## config.mk

```make
export PLATFORM = sky130hd
export DESIGN_NAME = snoop_fabric_top
export DESIGN_NICKNAME = d
export VERILOG_FILES = /design/src/hdl/snp_cfg_pkg.sv /design/src/hdl/snp_types_pkg.sv /design/src/hdl/snp_fwd_if.sv /design/src/hdl/snp_bank_tags.sv /design/src/hdl/snp_forwarder.sv /design/src/hdl/snoop_fabric_top.sv
export SDC_FILE = /design/constraint.sdc
export NUM_CORES = 1
export LEC_CHECK = 0
export ABC_AREA = 1
export BUFFER_PORTS_ARGS = -buffer_cell sky130_fd_sc_hd__buf_2
export CORE_MARGIN = 1.5
export CORE_UTILIZATION = 56
export CTS_BUF_LIST = sky130_fd_sc_hd__clkbuf_16
export DETAILED_ROUTE_END_ITERATION = 8
export HOLD_SLACK_MARGIN = 0.03
export PLACE_DENSITY_LB_ADDON = 0.12
export SYNTH_ARGS = -nofsm -noshare
export SYNTH_HDL_FRONTEND = slang
export SYNTH_SLANG_ARGS = --single-unit
export TNS_END_PERCENT = 30
```

## constraint.sdc

```tcl
create_clock -name clk -period 3 [get_ports clk]
set_clock_uncertainty 0.2 [all_clocks]
set_input_delay 0.15 -clock clk [delete_from_list [all_inputs] [get_ports clk]]
set_output_delay 0.15 -clock clk [all_outputs]
set_load 0.01 [all_outputs]
```

## src/hdl/snp_cfg_pkg.sv

```systemverilog
package snp_cfg_pkg;

    // **************************************************
    // fabric geometry
    // **************************************************
    localparam int num_banks      = 4;
    localparam int bank_bits      = $clog2(num_banks);
    localparam int snrq_depth     = 4;    // pending snoop slots
    localparam int slot_bits      = $clog2(snrq_depth);

    // tag store shape, one store per bank
    localparam int lines_per_bank = 16;
    localparam int index_bits     = $clog2(lines_per_bank);
    localparam int line_addr_bits = 16;
    localparam int tag_bits       = line_addr_bits - bank_bits - index_bits;

    localparam int snp_tag_bits   = 6;
    localparam int ack_cnt_bits   = $clog2(num_banks + 1);    // must reach num_banks itself

endpackage

```

## src/hdl/snp_types_pkg.sv

```systemverilog
package snp_types_pkg;

    import snp_cfg_pkg::*;

    // **************************************************
    // payload types
    // **************************************************

    // bank in the low bits, then index, tag on top
    typedef logic [line_addr_bits-1:0] line_addr_t;

    typedef logic [snp_tag_bits-1:0] snp_tag_t;

    // a forwarded snoop is named by its pending slot
    typedef logic [slot_bits-1:0] fwd_tag_t;

    typedef logic [ack_cnt_bits-1:0] ack_cnt_t;

    typedef logic [bank_bits-1:0] bank_sel_t;

    // **************************************************
    // bank pipeline
    // **************************************************

    // stage 2 either waits for work or sits on an ack until the forwarder takes it
    typedef enum logic {
        idle,
        hold_ack
    } lookup_state_e;

endpackage

```

## src/hdl/snp_fwd_if.sv

```systemverilog
`timescale 1ns/1ps

interface snp_fwd_if import snp_types_pkg::*; ();

    // broadcast snoop, forwarder to bank
    logic       fwd_valid;
    line_addr_t fwd_addr;
    fwd_tag_t   fwd_tag;
    logic       fwd_ready;

    // acknowledgement back to the forwarder
    logic       ack_valid;
    logic       ack_hit;
    fwd_tag_t   ack_tag;
    logic       ack_ready;

    modport forwarder (
        output fwd_valid, fwd_addr, fwd_tag, ack_ready,
        input  fwd_ready, ack_valid, ack_hit, ack_tag
    );

    modport bank (
        input  fwd_valid, fwd_addr, fwd_tag, ack_ready,
        output fwd_ready, ack_valid, ack_hit, ack_tag
    );

endinterface

```

## src/hdl/snp_bank_tags.sv

```systemverilog
`timescale 1ns/1ps

module snp_bank_tags import snp_cfg_pkg::*, snp_types_pkg::*; (
    input  logic       clk,
    input  logic       reset,

    input  logic       fill_valid,
    input  line_addr_t fill_addr,

    snp_fwd_if.bank    bank,

    output logic       active
);

    // **************************************************
    // tag store
    // **************************************************
    logic [lines_per_bank-1:0] line_valid;
    logic [tag_bits-1:0]       line_tag [lines_per_bank];

    logic [index_bits-1:0]     fill_index;
    logic [tag_bits-1:0]       fill_tag;
    logic [index_bits-1:0]     snp_index;
    logic [tag_bits-1:0]       snp_tag;

    // stage 1 holds the entry as read at accept
    logic                      s1_valid;
    fwd_tag_t                  s1_fwd_tag;
    logic [index_bits-1:0]     s1_index;
    logic [tag_bits-1:0]       s1_tag;
    logic                      s1_entry_valid;
    logic [tag_bits-1:0]       s1_entry_tag;
    logic                      s1_hit;
    logic                      s1_advance;

    lookup_state_e             state;
    logic                      s2_hit;
    fwd_tag_t                  s2_fwd_tag;

    logic                      snp_accept;
    logic                      ack_take;

    // bank bits are the top level's business
    assign fill_index = fill_addr[bank_bits +: index_bits];
    assign fill_tag   = fill_addr[line_addr_bits-1 -: tag_bits];
    assign snp_index  = bank.fwd_addr[bank_bits +: index_bits];
    assign snp_tag    = bank.fwd_addr[line_addr_bits-1 -: tag_bits];

    assign bank.fwd_ready = !(s1_valid && state == hold_ack);
    assign snp_accept     = bank.fwd_valid && bank.fwd_ready;
    assign ack_take       = (state == hold_ack) && bank.ack_ready;
    assign s1_advance     = s1_valid && (state == idle || ack_take);
    assign s1_hit         = s1_entry_valid && (s1_entry_tag == s1_tag);

    always_ff @(posedge clk) begin
        if (reset) begin
            line_valid <= '0;
        end else begin
            if (fill_valid) begin
                line_valid[fill_index] <= 1'b1;
            end
            if (s1_advance && s1_hit) begin
                line_valid[s1_index] <= 1'b0;    // write-through, so a snoop hit just drops the line
            end
        end
    end

    always_ff @(posedge clk) begin
        if (fill_valid) begin
            line_tag[fill_index] <= fill_tag;
        end
    end

    // **************************************************
    // snoop pipeline
    // **************************************************
    always_ff @(posedge clk) begin
        if (snp_accept) begin
            s1_fwd_tag     <= bank.fwd_tag;
            s1_index       <= snp_index;
            s1_tag         <= snp_tag;
            s1_entry_tag   <= line_tag[snp_index];
            // an invalidate landing on the same edge must not be missed
            s1_entry_valid <= line_valid[snp_index]
                              && !(s1_advance && s1_hit && s1_index == snp_index);
        end
        if (s1_advance) begin
            s2_hit     <= s1_hit;
            s2_fwd_tag <= s1_fwd_tag;
        end
    end

    always_ff @(posedge clk) begin
        if (reset) begin
            s1_valid <= 1'b0;
            state    <= idle;
        end else begin
            if (snp_accept) begin
                s1_valid <= 1'b1;
            end else if (s1_advance) begin
                s1_valid <= 1'b0;
            end
            case (state)
                idle:     if (s1_advance) state <= hold_ack;
                hold_ack: if (ack_take && !s1_advance) state <= idle;
                default:  state <= idle;
            endcase
        end
    end

    assign bank.ack_valid = (state == hold_ack);
    assign bank.ack_hit   = s2_hit;
    assign bank.ack_tag   = s2_fwd_tag;
    assign active         = s1_valid || (state == hold_ack);

endmodule

```

## src/hdl/snp_forwarder.sv

```systemverilog
`timescale 1ns/1ps

module snp_forwarder import snp_cfg_pkg::*, snp_types_pkg::*; (
    input  logic          clk,
    input  logic          reset,

    input  logic          snp_req_valid,
    input  line_addr_t    snp_req_addr,
    input  snp_tag_t      snp_req_tag,
    output logic          snp_req_ready,

    output logic          snp_rsp_valid,
    output line_addr_t    snp_rsp_addr,
    output snp_tag_t      snp_rsp_tag,
    output logic          snp_rsp_hit,
    input  logic          snp_rsp_ready,

    output logic          busy,

    snp_fwd_if.forwarder  banks [num_banks]
);

    // **************************************************
    // pending table
    // **************************************************
    logic [snrq_depth-1:0] slot_busy;
    line_addr_t            slot_addr [snrq_depth];
    snp_tag_t              slot_tag  [snrq_depth];
    ack_cnt_t              slot_cnt  [snrq_depth];
    logic [snrq_depth-1:0] slot_hit;

    fwd_tag_t              alloc_slot;
    logic                  have_free;
    logic                  enqueue;

    // bank side, gathered into plain vectors so they can be indexed
    logic [num_banks-1:0]  fwd_ready_vec;
    logic [num_banks-1:0]  ack_valid_vec;
    logic [num_banks-1:0]  ack_hit_vec;
    fwd_tag_t              ack_tag_vec [num_banks];

    bank_sel_t             rr_sel;
    logic                  sel_valid;
    logic                  sel_hit;
    fwd_tag_t              sel_tag;
    logic                  ack_take;
    logic                  rsp_take;
    logic                  rr_hold;

    // lowest free slot wins
    always_comb begin
        alloc_slot = '0;
        have_free  = 1'b0;
        for (int s = snrq_depth - 1; s >= 0; s--) begin
            if (!slot_busy[s]) begin
                alloc_slot = fwd_tag_t'(s);
                have_free  = 1'b1;
            end
        end
    end

    assign snp_req_ready = have_free && (&fwd_ready_vec);
    assign enqueue       = snp_req_valid && snp_req_ready;
    assign busy          = |slot_busy;

    for (genvar b = 0; b < num_banks; b++) begin : g_bank_io
        assign banks[b].fwd_valid = enqueue;    // all banks or none
        assign banks[b].fwd_addr  = snp_req_addr;
        assign banks[b].fwd_tag   = alloc_slot;
        assign banks[b].ack_ready = snp_rsp_ready && (rr_sel == bank_sel_t'(b));

        assign fwd_ready_vec[b]   = banks[b].fwd_ready;
        assign ack_valid_vec[b]   = banks[b].ack_valid;
        assign ack_hit_vec[b]     = banks[b].ack_hit;
        assign ack_tag_vec[b]     = banks[b].ack_tag;
    end

    // **************************************************
    // round-robin collection
    // **************************************************
    assign sel_valid = ack_valid_vec[rr_sel];
    assign sel_hit   = ack_hit_vec[rr_sel];
    assign sel_tag   = ack_tag_vec[rr_sel];
    assign ack_take  = sel_valid && snp_rsp_ready;

    // the last ack of a slot is offered straight as the response
    assign snp_rsp_valid = sel_valid && (slot_cnt[sel_tag] == ack_cnt_t'(1));
    assign snp_rsp_addr  = slot_addr[sel_tag];
    assign snp_rsp_tag   = slot_tag[sel_tag];
    assign snp_rsp_hit   = slot_hit[sel_tag] || sel_hit;
    assign rsp_take      = snp_rsp_valid && snp_rsp_ready;
    assign rr_hold       = snp_rsp_valid && !snp_rsp_ready;    // an offered response waits on its bank

    always_ff @(posedge clk) begin
        if (reset) begin
            slot_busy <= '0;
            rr_sel    <= '0;
        end else begin
            if (rr_hold) begin
                rr_sel <= rr_sel;
            end else if (rr_sel == bank_sel_t'(num_banks - 1)) begin
                rr_sel <= '0;
            end else begin
                rr_sel <= rr_sel + 1'b1;
            end
            if (rsp_take) begin
                slot_busy[sel_tag] <= 1'b0;    // freed in any order
            end
            if (enqueue) begin
                slot_busy[alloc_slot] <= 1'b1;
            end
        end
    end

    // a newly allocated slot is never the one being collected
    always_ff @(posedge clk) begin
        if (ack_take) begin
            slot_cnt[sel_tag] <= slot_cnt[sel_tag] - 1'b1;
            slot_hit[sel_tag] <= slot_hit[sel_tag] || sel_hit;
        end
        if (enqueue) begin
            slot_addr[alloc_slot] <= snp_req_addr;
            slot_tag[alloc_slot]  <= snp_req_tag;
            slot_cnt[alloc_slot]  <= ack_cnt_t'(num_banks);
            slot_hit[alloc_slot]  <= 1'b0;
        end
    end

endmodule

```

## src/hdl/snoop_fabric_top.sv

```systemverilog
`timescale 1ns/1ps

module snoop_fabric_top import snp_cfg_pkg::*, snp_types_pkg::*; (
    input  logic       clk,
    input  logic       reset,

    input  logic       snp_req_valid,
    input  line_addr_t snp_req_addr,
    input  snp_tag_t   snp_req_tag,
    output logic       snp_req_ready,

    output logic       snp_rsp_valid,
    output line_addr_t snp_rsp_addr,
    output snp_tag_t   snp_rsp_tag,
    output logic       snp_rsp_hit,
    input  logic       snp_rsp_ready,

    input  logic       fill_valid,
    input  line_addr_t fill_addr,
    output logic       fill_ready
);

    snp_fwd_if fwd_if [num_banks] ();

    logic [num_banks-1:0] bank_active;
    logic [num_banks-1:0] bank_fill;
    logic                 fwd_busy;
    bank_sel_t            fill_bank;

    // fills wait until no snoop is anywhere in the fabric
    assign fill_ready = !(|bank_active) && !fwd_busy && !(snp_req_valid && snp_req_ready);
    assign fill_bank  = fill_addr[bank_bits-1:0];

    snp_forwarder forwarder0 (
        .clk           (clk),
        .reset         (reset),
        .snp_req_valid (snp_req_valid),
        .snp_req_addr  (snp_req_addr),
        .snp_req_tag   (snp_req_tag),
        .snp_req_ready (snp_req_ready),
        .snp_rsp_valid (snp_rsp_valid),
        .snp_rsp_addr  (snp_rsp_addr),
        .snp_rsp_tag   (snp_rsp_tag),
        .snp_rsp_hit   (snp_rsp_hit),
        .snp_rsp_ready (snp_rsp_ready),
        .busy          (fwd_busy),
        .banks         (fwd_if)
    );

    // **************************************************
    // banks
    // **************************************************
    for (genvar b = 0; b < num_banks; b++) begin : g_bank
        assign bank_fill[b] = fill_valid && fill_ready && (fill_bank == bank_sel_t'(b));

        snp_bank_tags bank_tags (
            .clk        (clk),
            .reset      (reset),
            .fill_valid (bank_fill[b]),
            .fill_addr  (fill_addr),
            .bank       (fwd_if[b]),
            .active     (bank_active[b])
        );
    end

endmodule

```

-- After elaboration in Yosys (flattened, before gate mapping)
Memories as Yosys holds them, arrays and structs flattened. A register that Yosys moved wholly into a read port is not among the register bits.
Index checks and enable logic that the tools add are counted.
- flip-flop bits (word level): 162
- RAM bits: 740
- bits of input ports: 43
- word-level logic and storage cells: 286
- memories kept: 7
- memories (memory ; depth ; width ; read ports ; clocked after memory_dff ; write ports ; RTL line ; source):
    g_bank[0].bank_tags.line_tag ; 16 ; 10 ; 1 ; 1 ; 1 ; snp_bank_tags.sv:19 ; logic [tag_bits-1:0] line_tag [lines_per_bank];
    g_bank[1].bank_tags.line_tag ; 16 ; 10 ; 1 ; 1 ; 1 ; snp_bank_tags.sv:19 ;
    g_bank[2].bank_tags.line_tag ; 16 ; 10 ; 1 ; 1 ; 1 ; snp_bank_tags.sv:19 ;
    g_bank[3].bank_tags.line_tag ; 16 ; 10 ; 1 ; 1 ; 1 ; snp_bank_tags.sv:19 ;
    forwarder0.slot_addr ; 4 ; 16 ; 1 ; 0 ; 1 ; snp_forwarder.sv:27 ; line_addr_t slot_addr [snrq_depth];
    forwarder0.slot_tag ; 4 ; 6 ; 1 ; 0 ; 1 ; snp_forwarder.sv:28 ; snp_tag_t slot_tag [snrq_depth];
    1 more memories ; -- ; -- ; -- ; -- ; -- ; -- ;
- add/sub/neg operators: 2
- magnitude comparators: 17
- eq/ne operators: 15
- multiplexer cells: 90
- bitwise operators: 22
- reductions and logical operators: 94
- operators by type and width (kind ; count):
    two-way mux 16 bit ; 12
    bitwise AND 16 bit ; 4
    NOT 16 bit ; 4
    OR 16 bit ; 4
    logical AND 1 bit ; 60
    two-way mux 1 bit ; 46
    equality test 10 bit ; 4
    less-than comparator 4 x 5 -> 1 bit, second input constant ; 6
    demux 1 bit (select 4 bit) ; 5
    >= comparator 4 x 1 -> 1 bit, second input constant ; 5
    two-way mux 4 bit ; 5
    binary-select mux 1 bit (select 4 bit) ; 4
    equality test 4 bit ; 4
    logical NOT 1 bit ; 16
    two-way mux 2 bit ; 7
    logical OR 1 bit ; 9
    less-than comparator 2 x 3 -> 1 bit, second input constant ; 3
    bitwise AND 4 bit ; 2
    equality test 2 bit, second input constant ; 4
    NOT 4 bit ; 2
    case mux 1 bit (2 select lines) ; 4
    nonzero test 2 bit ; 4
    OR reduction 4 bit ; 2
    binary-select mux 1 bit (select 2 bit) ; 3
    14 further kinds ; 21

-- Longest topological paths before layout
Gate-level depths: netlist (run 1).
- word-level depth: 14
- mapped depth: 17
- depth with buffers taken out: 16

-- Modules after synthesis
A second synthesis (run 1) with hierarchy kept.
- cell total of the unflattened synthesis: 3646
- area total of the unflattened synthesis: 40481.3 µm²
- modules (own cells, without submodules) (module ; times used ; cells each ; area each (µm²) ; seq. area each (µm²)):
    snp_bank_tags at g_bank[2].bank_tags ... ; 2 ; 790 ; 8848.5 ; 6065.8
    snp_bank_tags at g_bank[0].bank_tags ; 1 ; 793 ; 8832.2 ; 6065.8
    snp_bank_tags at g_bank[1].bank_tags ; 1 ; 787 ; 8717.1 ; 6065.8
    snp_forwarder ; 1 ; 468 ; 5159.9 ; 3083.0
    snoop_fabric_top ; 1 ; 18 ; 75.1 ; 0.0

-- Worst setup path before layout (run 1)
No wires, ideal clock.
- path type: flip-flop to flip-flop
- start: register g_bank[3].bank_tags.state
- end: memory forwarder0.slot_addr[3][0] (netlist bit) (enable)
- arrival: 2259 ps
- slack: 162 ps
- cell stages (with the launch flop): 8
- buffers on the path: 0
- period minus slack after synthesis: 2838 ps
- cell sequence: dfxtp_1 nand2_1 inv_2 nor3_2 nand3_2 inv_1 nand3_1 inv_1
- longest elaborated chain between the ends: 7
- RTL lines (element ; RTL line ; source):
    from (decl) ; snp_bank_tags.sv:36 ; lookup_state_e state;
    from (signal assigned) ; snp_bank_tags.sv:96 ; state <= idle;
    from (signal assigned) ; snp_bank_tags.sv:104 ; idle: if (s1_advance) state <= hold_ack;
    from (signal assigned) ; snp_bank_tags.sv:105 ; hold_ack: if (ack_take && !s1_advance) state <= idle;
    logical AND 1 bit ; snp_bank_tags.sv:49 ; assign bank.fwd_ready = !(s1_valid && state == hold_ack);
    logical NOT 1 bit ; snp_bank_tags.sv:49 ;
    AND reduction 4 bit ; snp_forwarder.sv:62 ; assign snp_req_ready = have_free && (&fwd_ready_vec);
    logical AND 1 bit ; snp_forwarder.sv:62 ;
    logical AND 1 bit ; snp_forwarder.sv:63 ; assign enqueue = snp_req_valid && snp_req_ready;
    two-way mux 1 bit ; snp_forwarder.sv:121 ; if (enqueue) begin
    two-way mux 1 bit (implied by the code) ; snp_forwarder.sv:122 ; slot_addr[alloc_slot] <= snp_req_addr;
    to (decl) ; snp_forwarder.sv:27 ;
Every way passes these cells.

-- Final worst setup path (run 1)
- start: register forwarder0.rr_sel[0]
- end: output port snp_rsp_valid
- longest elaborated chain between the ends: 7
- elaborated cells between the ends (all ways): 9
- classes of those cells: eq/ne (1); mux (5); bitwise (1); reduce/logical (1); memory (1)
- RTL lines (element ; RTL line ; source):
    from (decl) ; snp_forwarder.sv:42 ; bank_sel_t rr_sel;
    from (signal assigned) ; snp_forwarder.sv:100 ; rr_sel <= rr_sel;
    from (signal assigned) ; snp_forwarder.sv:104 ; rr_sel <= rr_sel + 1'b1;
    NOT 2 -> 3 bit (implied by the code) ; snp_forwarder.sv:83 ; assign sel_tag = ack_tag_vec[rr_sel];
    binary-select mux 2 bit (select 2 bit) ; snp_forwarder.sv:83 ;
    two-way mux 2 bit (2 in a row) ; -- ;
    memory read (4 x 3 bit) ; -- ;
    equality test 3 x 1 -> 1 bit ; snp_forwarder.sv:87 ; assign snp_rsp_valid = sel_valid && (slot_cnt[sel_tag] == ack_cnt_t'(1));
    logical AND 1 bit (*) ; snp_forwarder.sv:87 ;
    to (decl) ; snoop_fabric_top.sv:12 ; output logic snp_rsp_valid,
Every way passes the cells marked *; elsewhere a longest branch is shown, timed or not. The select of a mux whose other input is x is not followed.

==> out/qor.csv, run 1 <==
metric,value,unit
largest net degree at the start of global routing,143,
top_reg_cell synth,edfxtp_1,
leakage,14.8,nW
share of layout cells above drive strength 1,12.6,%
Worst-Skew Late Latency,0.66,ns
Row Count,94,
clock power share,38.4,%
Multi-input gate area,9140,um^2
area delta synth->final,14.7,%
Die Ht,262,um
initial antenna violation count,2,
post-synthesis area per instance,12.3,um^2
WL final,98100,um
Power Density,695,nW/um^2
Post-synth EDFFs,848,
cell taking the most area after synthesis,edfxtp_1,
register bit total from synthesis,942,
post-synthesis cell type count,44,
fin crit period,2.91,ns
Initial Util,56.9,%
Pre-antenna DRT Iters,7,
Post-DRT Antenna Nets,0,
Int Power,22.4,mW
max cap viols,0,
synth warn,0,
Post-route DRC,0,
WP data arrival,2.56,ns
sequential-to-total area share from yosys stat,72.6,%
total CTS buffers,97,
worst hold-check path type,in2reg,
clock slew at reported path FFs,0.06,ns
Syn Std Cell Area,37700,um^2
Total Power,30.0,mW
Comb pwr share,12.0,%
Slew HR,28.5,%
Seq pwr share,49.6,%
setup ws final,0.0928,ns
Psw,7.61,mW
Peak VDD IR,0.507,mV
final hold vios,0,
"Slew Viols, Final",0,
Core Region,66200,um^2
Die X,262,um
Switching Fraction,25.3,%
global-route wire length before repair,147000,um
1st-iter DRT viols,2821,
WL/cell,23.5,um
total gr overflow,0,
dpl ws,0.310,ns
CTS tree,built,
Syn Nets,3101,
status,"complete, no violations",
die area,68800,um^2
H-tree levels,3,
Post-Synthesis Cells,3052,
register-to-register path setup slack,0.15,ns
Reg area,27400,um^2
clock sinks,942,
root buffer cell,clkbuf_16,
Worst Setup Path Type,reg2out,
vias in the first global route,24000,
Fmax,0.344,GHz
CP required,2.65,ns
Final Setup Violations,0,
IO Count,69,
global placer's final weighted congestion,0.920,
Tcrit/Tclk final,96.9,%
Detail Placement HPWL,59900,um
startpoint class of the critical path,flop,
"top cells by area, synth","edfxtp_1, nor2_1, o21ai_0",
measured slew at the worst slew-check pin,1.07,ns
Via density,6.04,
"commonest non-fill, non-tap cells in the layout","edfxtp_1, nor2_1, o21ai_0, nand2_1, inv_1",
"Net count, final",3281,
Max Fanout on Critical Path,11,
via count,25300,
GR Util All Layers,28.3,%
filler cell count,4886,
share of Yosys cell area claimed by the top area cell type,67.6,%
"commonest non-fill, non-tap cell in the layout",edfxtp_1,
clock buffer depth,3,
Async SR Flop Fraction,0,%
port buffer count,68,
Critical Path End Type,output port,
[state kept, by name, indices dropped and copies added, names as in the netlist]
name                             flops
forwarder0.slot_tag                 24
forwarder0.slot_hit                  4
g_bank.bank_tags.bank.ack_hit        4
g_bank.bank_tags.s1_entry_valid      4
g_bank.bank_tags.line_valid         64
g_bank.bank_tags.s1_entry_tag       40
g_bank.bank_tags.s1_fwd_tag          8
forwarder0.slot_cnt                 12
g_bank.bank_tags.bank.ack_tag        8
forwarder0.slot_busy                 4
forwarder0.slot_addr                64
g_bank.bank_tags.bank.ack_valid      4
forwarder0.rr_sel                    2
g_bank.bank_tags.s1_tag             40
g_bank.bank_tags.s1_valid            4
g_bank.bank_tags.line_tag          640
g_bank.bank_tags.s1_index           16
[layout make-up]
cell class / count / area share [%]
diodes: 1 / 0.00579
clock buffers: 97 / 5.62
clock inverters: 87 / 1.47
inverters: 154 / 1.38
multi-input cells: 1788 / 21.1
flip-flops and latches: 942 / 63.3
well taps: 864 / 2.50
repair buffers: 249 / 4.56
[critical path: stages (launching register included)]
cell	delay [ns]
dfxtp_4	0.40
inv_6	0.07
nand2_1	0.07
nand3_1	0.12
nand2_4	0.12
nor2_4	0.05
inv_2	0.06
o22ai_1	0.09
a221oi_4	0.23
ha_2	0.21
and3_4	0.20
nand2_2	0.07
inv_1	0.07
buf_2	0.12
[timing repair]
item / 4_1_cts / 5_1_grt
pin swaps: 0 / 9
buffers inserted: 0 / 8
resized for setup: 12 / 14
hold buffers: 46 / 0
endpoints found under the hold margin: 566 / 0
setup endpoints to repair: 2 / 15
[per-stage QoR]
stage	cells	utilization, %	hold slack (ns)	area, um^2	TNS, ns
6_report	4182	65.2	0.0528	43200	0
4_1_cts	4173	65.1	0.0303	43100	0
3_5_place_dp	3943	59.7	0.174	39500	0
2_1_floorplan	3052	-	0.0191	37700	0
5_1_grt	4182	65.2	0.0654	43200	-0.0143
3_3_place_gp	3943	59.7	0.162	39500	0
[power by group through the flow]
stage	Sequential, mW	Clock (mW)	Combinational (mW)
6_report	14.9	11.5	3.60
3_3_place_gp	15.1	0	3.30
5_1_grt	14.9	12.2	3.95
3_5_place_dp	15.1	0	3.36
4_1_cts	14.9	11.7	3.46
2_1_floorplan	15.1	0	2.02
[cell usage after synthesis (2+ instances only)]
cell / count
o211ai_1: 46
xor2_1: 11
nand3_4: 3
a22oi_1: 22
nor2_2: 22
or2_2: 4
o21bai_1: 4
o21ai_1: 4
nor4_1: 3
ha_1: 6
xnor2_1: 23
nand3_2: 2
dfxtp_1: 94
nand2_1: 232
o21a_1: 2
buf_2: 16
nor3b_1: 3
nor2_4: 14
nand2_2: 2
buf_6: 4
clkinv_1: 3
nand3_1: 93
inv_1: 142
nor2_1: 603
o21ai_0: 432
edfxtp_1: 848
a21boi_0: 2
clkbuf_1: 136
o22ai_1: 62
nor3_1: 8
nand3b_1: 2
inv_2: 9
a21oi_1: 29
o221ai_1: 118
buf_1: 11
nand4_1: 29
[routing by layer]
layer  track usage [%]  wire length, um  vias to the layer above
li1                  -                -                    11500
met3              4.69             8560                      168
met2              44.5            45900                     1189
met1              41.1            41200                    12400
met5                 0               13                        -
met4              8.27             2450                        2
[cells by family (layout without fill, tap and decap cells)]
kind of cell | Yosys count | in the layout | share of synthesized area, %
buf+inv | 322 | 587 | 3.35
xor+xnor | 34 | 34 | 0.791
flops | 942 | 942 | 72.6
fa+ha+maj | 6 | 6 | 0.199
other cells | 0 | 1 | 0
simple gates | 1026 | 1026 | 11.6
compound gates | 722 | 722 | 11.5
[final timing paths]
path                                                         from                                  end  cells past startpoint
worst min register to register  g_bank[0].bank_tags.s1_fwd_tag[0]  g_bank[0].bank_tags.bank.ack_tag[0]                      0
worst max-delay path                         forwarder0.rr_sel[0]                        snp_rsp_valid                     13
worst min-delay path                                   fill_valid    g_bank[3].bank_tags.line_valid[8]                      7
worst max register to register            forwarder0.slot_busy[3]   g_bank[3].bank_tags.line_tag[0][7]                      9
No activity file was read; power rests on OpenSTA's default activity.
==> run 2: changes to the inputs <==
--- a/config.mk
+++ b/config.mk
@@ -7,6 +7,7 @@
 export LEC_CHECK = 0
 export ABC_AREA = 1
 export BUFFER_PORTS_ARGS = -buffer_cell sky130_fd_sc_hd__buf_2
+export CORE_ASPECT_RATIO = 1.1
 export CORE_MARGIN = 1.5
 export CORE_UTILIZATION = 56
 export CTS_BUF_LIST = sky130_fd_sc_hd__clkbuf_16
==> run 2 against run 1 <==
- clock power about the same
- final cell count down 0.55%
- wire length is 0.12% higher
- sequential share of layout area increased by 0.20 points
- largest power group unchanged
==> out/qor.csv, run 2 (synthesis results as in run 1) <==
metric,value,unit,change
startpoint class of the critical path,flop,,
most frequent CP cell,nand2_1,,
global placer's final weighted congestion,0.919,,about the same
Crit path largest cell delay,0.37,ns,-0.03 ns
total CTS buffers,93,,-4.1%
clock sinks,942,,unchanged
largest net degree at the start of global routing,119,,-17%
share of layout cells above drive strength 1,12.3,%,-0.26 points
reg-to-reg endpoint,forwarder0.slot_busy[0],,
WL final,98200,um,+0.12%
CP required,2.65,ns,about the same
register-to-register path setup slack,0.18,ns,+0.03 ns
fin crit period,2.87,ns,-0.0384 ns
R2R Path Start,forwarder0.rr_sel[0],,
1st-iter DRT viols,2605,,-7.7%
worst hold-check path type,in2reg,,
filler cell count,4958,,+1.5%
CP Cell Sequence,inv_2 -> nand2_1 -> nand2_1 -> nand2_1 -> nand2_2 -> nand2_2 -> inv_2 -> buf_4 -> nand2_1 -> nand3_1 -> inv_1 -> nand4_2 -> buf_2,,
vias in the first global route,23800,,-0.73%
worst-case reg-to-reg path depth,15,,+6
Tcrit/Tclk final,95.6,%,-1.3 points
"Slew Viols, Final",0,,unchanged
CTS tree,built,,
IO Count,69,,unchanged
setup ws final,0.131,ns,+0.0384 ns
Peak VDD IR,0.550,mV,+8.4%
Worst-Skew Late Latency,0.66,ns,about the same
measured slew at the worst slew-check pin,0.823,ns,-0.242 ns
fin cells,4159,,-0.55%
min-delay src,snp_req_tag[1],,
leakage,14.8,nW,-0.50%
max cap viols,0,,unchanged
Hold Path Sink,forwarder0.slot_tag[2][1],,
dpl ws,0.281,ns,-0.0293 ns
final instance area,43100,um^2,-0.33%
final core occ,64.8,%,-0.39 points
Detail Placement HPWL,61600,um,+2.8%
H-tree levels,3,,unchanged
Fin Hold WS,0.0565,ns,+0.00366 ns
Worst Setup Path Type,reg2out,,
Power Density,691,nW/um^2,-0.64%
Slew HR,45.1,%,+17 points
Max Fanout on Critical Path,24,,+13
slowest cell on the critical path,dfxtp_4,,
root buffer cell,clkbuf_16,,
max reg flops,640,,unchanged
Fmax,0.349,GHz,+1.3%
Post-route DRC,0,,unchanged
port buffer count,68,,unchanged
Die X,250,um,-4.6%
Via density,6.00,,-0.72%
global-route wire length before repair,147000,um,-0.39%
area delta synth->final,14.3,%,
die area,68800,um^2,about the same
Total Power,29.7,mW,-0.97%
Post-DRT Antenna Nets,0,,unchanged
worst hold path depth,2,,-5
dpl cell area,39600,um^2,+0.22%
status,"complete, no violations",,
Initial Util,56.7,%,-0.15 points
initial antenna violation count,3,,+1
setup TNS,0,ns,unchanged
Final Setup Violations,0,,unchanged
largest reg by FF count,g_bank.bank_tags.line_tag,,
Core Region,66400,um^2,+0.27%
via count,25000,,-1.3%
Die Ht,275,um,+4.8%
GR Util All Layers,28.6,%,+0.27 points
placed cells,3938,,-0.13%
total gr overflow,0,,unchanged
Critical Path End Type,output port,,
clock slew at reported path FFs,0.06,ns,about the same
WP data arrival,2.52,ns,-0.04 ns
final hold vios,0,,unchanged
Top Registers,"g_bank.bank_tags.line_tag x640, forwarder0.slot_addr x64, g_bank.bank_tags.line_valid x64",,
WL/cell,23.6,um,+0.68%
Critical path origin,forwarder0.rr_sel[0],,
"Net count, final",3269,,-0.37%
clock buffer depth,3,,unchanged
"commonest non-fill, non-tap cell in the layout",edfxtp_1,,
"commonest non-fill, non-tap cells in the layout","edfxtp_1, nor2_1, o21ai_0, nand2_1, inv_1",,
Pre-antenna DRT Iters,5,,-2
Row Count,99,,+5.3%
## run 2: layout make-up
cell class / count / area, um^2 / area share (%)
Antenna cell: 2 / 5.00 / 0.0116
Clock buffer: 93 / 2330 / 5.41
Sequential cell: 942 / 27400 / 63.5
Clock inverter: 81 / 629 / 1.46
Tap cell: 858 / 1070 / 2.49
Inverter: 154 / 588 / 1.37
Timing Repair Buffer: 241 / 1980 / 4.60
Multi-Input combinational cell: 1788 / 9100 / 21.1
## run 2: worst max path at each step
stage | to | slack (ns)
CTS | snp_rsp_valid | 0.0009
floorplan | forwarder0.slot_addr[3][0] | 0.16
finish | snp_rsp_hit | 0.13
global placement | forwarder0.rr_sel[1] | 0.23
detailed placement | forwarder0.rr_sel[0] | 0.28
global route | snp_rsp_valid | -0.005
## run 2: power breakdown
part	internal, mW	total, mW	switching, mW	leakage, nW
Combinational	1.16	3.60	2.44	4.75
Clock	6.36	11.3	4.89	1.54
Sequential	14.7	14.9	0.208	8.49
Total	22.2	29.7	7.55	14.8
## run 2: critical path: cells and delay by family (launching register included)
family                 cells  cell delay [ns]
AND/OR/NAND/NOR            8             0.77
buffers and inverters      5             0.73
flip-flops                 1             0.37
## run 2: timing repair
item	CTS	global route
endpoints found under the hold margin	476	0
endpoints found under the setup margin	2	2
hold buffers	40	0
setup buffers	0	5
pin swaps	0	6
resized for setup	9	6
gates cloned	0	0
## run 2: per-layer routing
layer	global-route usage [%]	up-vias	wire, um
met4	10.0	2	2870
met2	45.0	1070	45600
met5	0	-	13
met1	40.6	12300	41500
met3	4.99	157	8180
li1	-	11400	-
